File: src/common/muladd_pkg.sv
package muladd_pkg;

   // operand and output word width.
   localparam int DATA_W = 32;

   // the product keeps every bit, so the accumulator wraps at this width.
   localparam int ACC_W = 2 * DATA_W;

   // 6 bits reach every shift from 0 to 63.
   localparam int SHIFT_W = 6;

   // one signed operand or output word.
   typedef logic signed [DATA_W-1:0] data_t;

   // a full-width signed product or accumulator value.
   typedef logic signed [ACC_W-1:0] prod_t;

   // arithmetic right shift applied to the accumulator on output.
   typedef logic [SHIFT_W-1:0] shift_t;

endpackage

File: src/common/muladd_cfg_pkg.sv
package muladd_cfg_pkg;

   localparam int ITER_W   = 10;
   localparam int PERIOD_W = 10;
   localparam int DELAY_W  = 16;
   localparam int ADDR_W   = 3;

   typedef logic [ITER_W-1:0]   iter_t;
   typedef logic [PERIOD_W-1:0] period_t;
   typedef logic [DELAY_W-1:0]  delay_t;
   typedef logic [ADDR_W-1:0]   cfg_addr_t;

   // msub keeps the first product of a period and subtracts the rest.
   typedef enum logic [0:0] {
      OP_MACC = 1'b0,
      OP_MSUB = 1'b1
   } opcode_e;

   // register map of the configuration block.
   localparam cfg_addr_t CFG_OPCODE = 3'd0;
   localparam cfg_addr_t CFG_ITER   = 3'd1;
   localparam cfg_addr_t CFG_PERIOD = 3'd2;
   localparam cfg_addr_t CFG_SHIFT  = 3'd3;
   localparam cfg_addr_t CFG_DELAY  = 3'd4;

   typedef struct packed {
      opcode_e             opcode;
      iter_t               iterations;
      period_t             period;
      muladd_pkg::shift_t  shift;
      delay_t              delay;
   } muladd_cfg_t;

endpackage

File: src/muladd/muladd_config.sv
`timescale 1ns/1ps

module muladd_config (
   input  logic                         clk,
   input  logic                         rst,
   input  logic                         cfg_we,
   input  muladd_cfg_pkg::cfg_addr_t    cfg_addr,
   input  logic [31:0]                  cfg_wdata,
   output muladd_cfg_pkg::muladd_cfg_t  cfg
);

   import muladd_cfg_pkg::*;
   import muladd_pkg::*;

   always_ff @(posedge clk or posedge rst) begin
      if (rst) begin
         cfg <= '0;
      end else if (cfg_we) begin
         case (cfg_addr)
            CFG_OPCODE: begin
               cfg.opcode <= opcode_e'(cfg_wdata[0]);
            end
            CFG_ITER: begin
               cfg.iterations <= cfg_wdata[ITER_W-1:0];
            end
            CFG_PERIOD: begin
               cfg.period <= cfg_wdata[PERIOD_W-1:0];
            end
            CFG_SHIFT: begin
               cfg.shift <= cfg_wdata[SHIFT_W-1:0];
            end
            CFG_DELAY: begin
               cfg.delay <= cfg_wdata[DELAY_W-1:0];
            end
            default: begin
               cfg <= cfg; // writes to unmapped addresses are ignored.
            end
         endcase
      end
   end

   // only the five mapped registers may be written.
   a_addr_mapped: assert property (
      @(posedge clk) disable iff (rst)
      cfg_we |-> cfg_addr <= CFG_DELAY
   ) else $error("configuration write to unmapped address %0d", cfg_addr);

   // a zero period with pending iterations would never close a period.
   a_period_nonzero: assert property (
      @(posedge clk) disable iff (rst)
      (cfg_we && cfg_addr == CFG_PERIOD && cfg.iterations != '0)
         |-> cfg_wdata[PERIOD_W-1:0] != '0
   ) else $error("period of zero written while iterations is %0d", cfg.iterations);

endmodule

File: src/muladd/muladd_datapath.sv
`timescale 1ns/1ps

module muladd_datapath (
   input  logic                         clk,
   input  logic                         rst,
   input  muladd_pkg::data_t            in0,
   input  muladd_pkg::data_t            in1,
   input  logic                         period_start,
   input  muladd_cfg_pkg::muladd_cfg_t  cfg,
   output muladd_pkg::data_t            out0
);

   import muladd_pkg::*;
   import muladd_cfg_pkg::*;

   data_t in0_q;
   data_t in1_q;
   prod_t prod_q;
   prod_t acc;
   prod_t acc_shifted;
   logic  start_d1;
   logic  start_d2;

   // operand and product stages carry data only.
   always_ff @(posedge clk) begin
      in0_q  <= in0;
      in1_q  <= in1;
      prod_q <= prod_t'(in0_q) * prod_t'(in1_q); // full signed product.
   end

   // two stages so the mark lines up with prod_q.
   always_ff @(posedge clk or posedge rst) begin
      if (rst) begin
         start_d1 <= 1'b0;
         start_d2 <= 1'b0;
      end else begin
         start_d1 <= period_start;
         start_d2 <= start_d1;
      end
   end

   always_ff @(posedge clk or posedge rst) begin
      if (rst) begin
         acc <= '0;
      end else if (start_d2) begin
         acc <= prod_q; // each period begins with a fresh sum.
      end else if (cfg.opcode == OP_MACC) begin
         acc <= acc + prod_q;
      end else begin
         acc <= acc - prod_q;
      end
   end

   // acc is signed, so this shift keeps the sign.
   assign acc_shifted = acc >>> cfg.shift;

   always_ff @(posedge clk or posedge rst) begin
      if (rst) begin
         out0 <= '0;
      end else begin
         out0 <= acc_shifted[DATA_W-1:0];
      end
   end

   // the first product of a period must come from driven operands.
   a_start_known: assert property (
      @(posedge clk) disable iff (rst)
      start_d2 |-> !$isunknown(prod_q)
   ) else $error("unknown product at a period start");

endmodule

File: src/muladd/muladd_sequencer.sv
`timescale 1ns/1ps

module muladd_sequencer (
   input  logic                         clk,
   input  logic                         rst,
   input  logic                         run,
   input  muladd_cfg_pkg::muladd_cfg_t  cfg,
   output logic                         period_start,
   output logic                         done
);

   import muladd_cfg_pkg::*;

   typedef enum logic [1:0] {
      IDLE,
      WAIT,
      COUNT
   } state_e;

   state_e  state;
   delay_t  delay_cnt;
   period_t period_cnt;
   iter_t   iter_cnt;
   logic    period_last;
   logic    iter_last;

   // compared one bit wider so a count at its maximum cannot wrap.
   assign period_last = ({1'b0, period_cnt} + 1'b1) >= {1'b0, cfg.period};
   assign iter_last   = ({1'b0, iter_cnt} + 1'b1) >= {1'b0, cfg.iterations};

   // marks the cycle in which the first pair of a period sits on the inputs.
   assign period_start = (state == COUNT) && (period_cnt == '0) && (cfg.iterations != '0);

   always_ff @(posedge clk or posedge rst) begin
      if (rst) begin
         state      <= IDLE;
         delay_cnt  <= '0;
         period_cnt <= '0;
         iter_cnt   <= '0;
         done       <= 1'b0;
      end else if (run) begin
         // a run during a count starts over from element 0.
         state      <= (cfg.delay == '0) ? COUNT : WAIT;
         delay_cnt  <= cfg.delay - 1'b1;
         period_cnt <= '0;
         iter_cnt   <= '0;
         done       <= 1'b0;
      end else begin
         case (state)
            WAIT: begin
               if (delay_cnt == '0) begin
                  state <= COUNT;
               end else begin
                  delay_cnt <= delay_cnt - 1'b1;
               end
            end
            COUNT: begin
               if (cfg.iterations == '0) begin
                  state <= IDLE; // no element is taken in this case.
                  done  <= 1'b1;
               end else if (period_last) begin
                  period_cnt <= '0;
                  if (iter_last) begin
                     state <= IDLE;
                     done  <= 1'b1;
                  end else begin
                     iter_cnt <= iter_cnt + 1'b1;
                  end
               end else begin
                  period_cnt <= period_cnt + 1'b1;
               end
            end
            default: begin
               state <= IDLE;
            end
         endcase
      end
   end

   // each mark moves the period counter on, so back to back marks need a period of one.
   a_start_advances: assert property (
      @(posedge clk) disable iff (rst)
      period_start && !run && cfg.period > 1 |=> !period_start
   ) else $error("period start held for two cycles with a period above one");

   // done is only set on the way out of COUNT and cleared by run.
   a_done_not_counting: assert property (
      @(posedge clk) disable iff (rst)
      !(done && state == COUNT)
   ) else $error("done is high while elements are still being taken");

endmodule

File: src/rtl/muladd_top.sv
`timescale 1ns/1ps

module muladd_top (
   input  logic                       clk,
   input  logic                       rst,
   input  logic                       cfg_we,
   input  muladd_cfg_pkg::cfg_addr_t  cfg_addr,
   input  logic [31:0]                cfg_wdata,
   input  logic                       run,
   input  muladd_pkg::data_t          in0,
   input  muladd_pkg::data_t          in1,
   output muladd_pkg::data_t          out0,
   output logic                       done
);

   import muladd_cfg_pkg::*;

   muladd_cfg_t cfg;
   logic        period_start;

   muladd_config config0 (
      .clk       (clk),
      .rst       (rst),
      .cfg_we    (cfg_we),
      .cfg_addr  (cfg_addr),
      .cfg_wdata (cfg_wdata),
      .cfg       (cfg)
   );

   // the sequencer sees the same record the datapath uses.
   muladd_sequencer seq0 (
      .clk          (clk),
      .rst          (rst),
      .run          (run),
      .cfg          (cfg),
      .period_start (period_start),
      .done         (done)
   );

   muladd_datapath dp0 (
      .clk          (clk),
      .rst          (rst),
      .in0          (in0),
      .in1          (in1),
      .period_start (period_start),
      .cfg          (cfg),
      .out0         (out0)
   );

endmodule

File: config.mk
export PLATFORM = sky130hd
export DESIGN_NAME = muladd_top
export DESIGN_NICKNAME = d
export VERILOG_FILES = /design/src/common/muladd_pkg.sv /design/src/common/muladd_cfg_pkg.sv /design/src/muladd/muladd_config.sv /design/src/muladd/muladd_datapath.sv /design/src/muladd/muladd_sequencer.sv /design/src/rtl/muladd_top.sv
export SDC_FILE = /design/constraint.sdc
export NUM_CORES = 2
export LEC_CHECK = 0
export ABC_AREA = 1
export BUFFER_PORTS_ARGS = -buffer_cell sky130_fd_sc_hd__buf_2
export CAP_MARGIN = 20
export CORE_ASPECT_RATIO = 0.6
export CORE_MARGIN = 2
export CORE_UTILIZATION = 40
export CTS_CLUSTER_SIZE = 8
export DETAILED_ROUTE_END_ITERATION = 10
export GPL_ROUTABILITY_DRIVEN = 0
export PLACE_DENSITY = 0.6
export SYNTH_ARGS = -nofsm -noshare
export SYNTH_HDL_FRONTEND = slang
export SYNTH_SLANG_ARGS = --single-unit
File: constraint.sdc
create_clock -name clk -period 7.3 [get_ports clk]
set_input_delay 1.095 -clock clk [delete_from_list [all_inputs] [get_ports clk]]
set_output_delay 1.095 -clock clk [all_outputs]
set_load 0.02 [all_outputs]
==> run_results.csv <==
group,metric,value,unit
clock_network,numCtsBuffers,47,
synth,async_flop_share,0.584,
finish,nNetsFinal,9878,
run,max_cap_violations,0,
die,io_pins,136,
sta,hold_violations,0,
critical_path,criticalPathCategory,"flop to flop",
synth,synthCells,8365,
sta,fmax,138,MHz
die,die_area,0.153,mm2
sta,relSlewSlack,0.354,
sta,final_max_slew_viol_count,0,
sta,finalCritPeriodShare,0.989,
synth,synth_edf_count,0,
critical_path,cp.arrival,7.78,ns
detailed_routing,route.detailed.drc,0,
synth,synth-seq-area-share,0.118,
clock_network,cts_tree,"built",
placement,placed_cells,10400,
synth,ys_ff_latch,308,
global_routing,gr-usage-all-layers,0.250,
clock_network,root_buffer,"clkbuf_16",
die,start_util,0.402,
clock_network,htreeDepth,2,
critical_path,critPathCaptureType,"flop",
finish,final_cell_mix,"nand2_1, inv_1, fa_1, nor2_1, nand3_1",
sta,max_slew.worst_pin.slew,0.966,ns
die,rows,110,
die,fp.dieW,504,um
detailed_routing,dr_total_vias,52900,
status,outcome,"complete, no violations",
die,die_height,304,um
hold_path,hold_path_class,"flop to flop",
placement,port-buffer-count,119,
clock_network,clk_latency,0.68,ns
global_routing,grt_pass1_wl,302000,um
detailed_routing,antenna_left,0,
detailed_routing,drt_first_pass_iters,6,
detailed_routing,drt-initial-drc-count,6382,
clock_network,cts.sink_count,308,
finish,num-fill-cells,15300,
clock_network,clockBufferDepth,3,
global_routing,grt_pass1_vias,51900,
global_routing,grt_max_degree,89,
global_routing,grt_remaining_overflow,0,
detailed_routing,vias_per_cell,5.05,
synth,ys.flop_type,"dfrtp_1",
global_routing,grt_antenna_before_repair,2,
detailed_routing,wl_per_cell,18.1,um
sta,min_period,7.22,ns
critical_path,worst-path-max-fanout,25,
synth,synth_cell_types,50,
finish,drive_above_1_share,0.0611,
clock_network,path_clk_slew,0.06,ns
finish,syn_to_final_growth,9.81,%
placement,dp_hpwl,160000,um
synth,synth_nets,9823,
critical_path,start_kind,"flop",
detailed_routing,wirelength,189000,um
synth,synth_warnings,0,
finish,final_common_cell,"nand2_1",
finish,fin_cells,10500,
critical_path,worstPathRequired,7.86,ns
synth,syn_avg_cell_area,7.18,um2
sta,finalSetupViolCount,0,
sta,rsz0062_at_grt,"yes",
sta,skew,0.0480,ns
synth,synth_area,0.0601,mm2
die,placeableCoreArea,0.149,mm2
-- metal layers --
metal | GRT usage | routed length (um) | share of wire | vias to the layer above
li1 | - | - | - | 24500
met1 | 0.399 | 90700 | 0.48 | 25700
met2 | 0.325 | 70300 | 0.37 | 2480
met3 | 0.0829 | 25700 | 0.14 | 158
met4 | 0.0344 | 2420 | 0.013 | 4
met5 | 0.00401 | 90 | 0.00048 | -
-- logic make-up (layout without fill, tap and decap cells) --
kind of cell | after synthesis | in the layout | share of synthesized area
AO/OA/AOI/OAI | 548 | 548 | 0.0491
XOR/XNOR | 135 | 135 | 0.0197
adder cells (fa/ha/maj) | 1355 | 1355 | 0.418
buffers and inverters | 2372 | 2453 | 0.149
flip-flops | 308 | 308 | 0.118
multiplexers | 7 | 7 | 0.00123
other | 0 | 1 | 0
AND/OR/NAND/NOR | 3640 | 3640 | 0.245
-- flip-flops by register name, indices dropped and copies added, names as in the netlist --
name / flops
dp0.in0_q: 32
dp0.acc: 64
seq0.done: 1
seq0.delay_cnt: 16
dp0.start_d2: 1
dp0.out0: 32
seq0.state: 2
seq0.iter_cnt: 10
dp0.in1_q: 32
seq0.period_cnt: 10
config0.cfg: 43
dp0.start_d1: 1
dp0.prod_q: 64
-- area by class of cell --
cell class	count	area (um2)	share of cell area
multi-input cells	5685	44300	0.672
inverters	2071	7780	0.118
flip-flops and latches	308	7090	0.107
repair buffers	307	2790	0.0423
well taps	2016	2520	0.0383
clock buffers	68	1290	0.0196
clock inverters	7	141	0.00214
diodes	1	2.50	0.0000379
-- through the flow --
stage / TNS [ns] / setup WS (ns) / util / area, um2 / hold WS, ns
5_1_grt: -0.128 / -0.0658 / 0.441 / 65900 / 0.371
3_5_place_dp: 0 / 0.00336 / 0.429 / 64100 / 0.350
2_1_floorplan: 0 / 0.0712 / - / 60100 / 0.331
3_3_place_gp: -0.0384 / -0.0384 / 0.429 / 64100 / 0.339
4_1_cts: 0 / 0.0772 / 0.438 / 65500 / 0.362
6_report: 0 / 0.0797 / 0.441 / 65900 / 0.361
-- synthesized netlist by cell type (all sizes together) (7+ instances only) --
library cell | number | area, um2
nand2 | 2600 | 9770
inv | 2070 | 7770
fa | 1083 | 21700
nor2 | 431 | 1660
nand3 | 390 | 1960
o21ai | 298 | 1500
ha | 272 | 3400
clkbuf | 254 | 963
dfrtp | 180 | 4500
a21oi | 164 | 821
dfxtp | 128 | 2560
xor2 | 98 | 858
nand4 | 65 | 407
buf | 47 | 225
nor3 | 46 | 246
or2 | 45 | 282
xnor2 | 37 | 324
nor4 | 21 | 131
o211ai | 19 | 143
o21bai | 19 | 143
nand3b | 14 | 105
and2 | 12 | 75.1
and3 | 12 | 75.1
o22ai | 11 | 68.8
a21boi | 10 | 75.1
a31oi | 8 | 50.1
o21a | 7 | 52.6
-- worst max-delay path, cell delays in order (launching register included) --
cell	delay (ns)
dfxtp_1	0.46
buf_6	0.28
nand2_1	0.13
fa_1	0.59
fa_1	0.44
fa_1	0.52
fa_1	0.56
inv_1	0.06
fa_1	0.48
fa_1	0.57
fa_1	0.46
fa_1	0.54
ha_2	0.43
nand2_1	0.11
nor2_1	0.20
inv_1	0.18
nor2_2	0.29
nand2_1	0.19
nand3_1	0.23
nand2_2	0.17
nand4_1	0.13
nand2_1	0.08
-- path summary, 6_finish.rpt --
check | cells after the start | start | to | slack, ns
max reg2reg | 21 | dp0.in1_q[2]$_DFF_P_ | dp0.prod_q[56]$_DFF_P_ | 0.08
min in group asynchronous | 2 | rst | dp0.acc[57]$_DFF_PP0_ | 0.55
max | 21 | dp0.in1_q[2]$_DFF_P_ | dp0.prod_q[56]$_DFF_P_ | 0.08
min | 0 | dp0.start_d1$_DFF_PP0_ | dp0.start_d2$_DFF_PP0_ | 0.36
min reg2reg | 0 | dp0.start_d1$_DFF_PP0_ | dp0.start_d2$_DFF_PP0_ | 0.36
max in group asynchronous | 3 | rst | config0.cfg[19]$_DFFE_PP0P_ | 5.45
-- repair_timing --
action                                  CTS  global route
resized for setup                         1            95
buffers inserted                          0             5
pin swaps                                 0            19
gates cloned                              0             1
hold buffers                              0             0
endpoints found under the setup margin    1            32
Power is left out: the tool's default activity adds up to more than one toggle a clock period on the data nets, which glitch-free logic cannot reach.
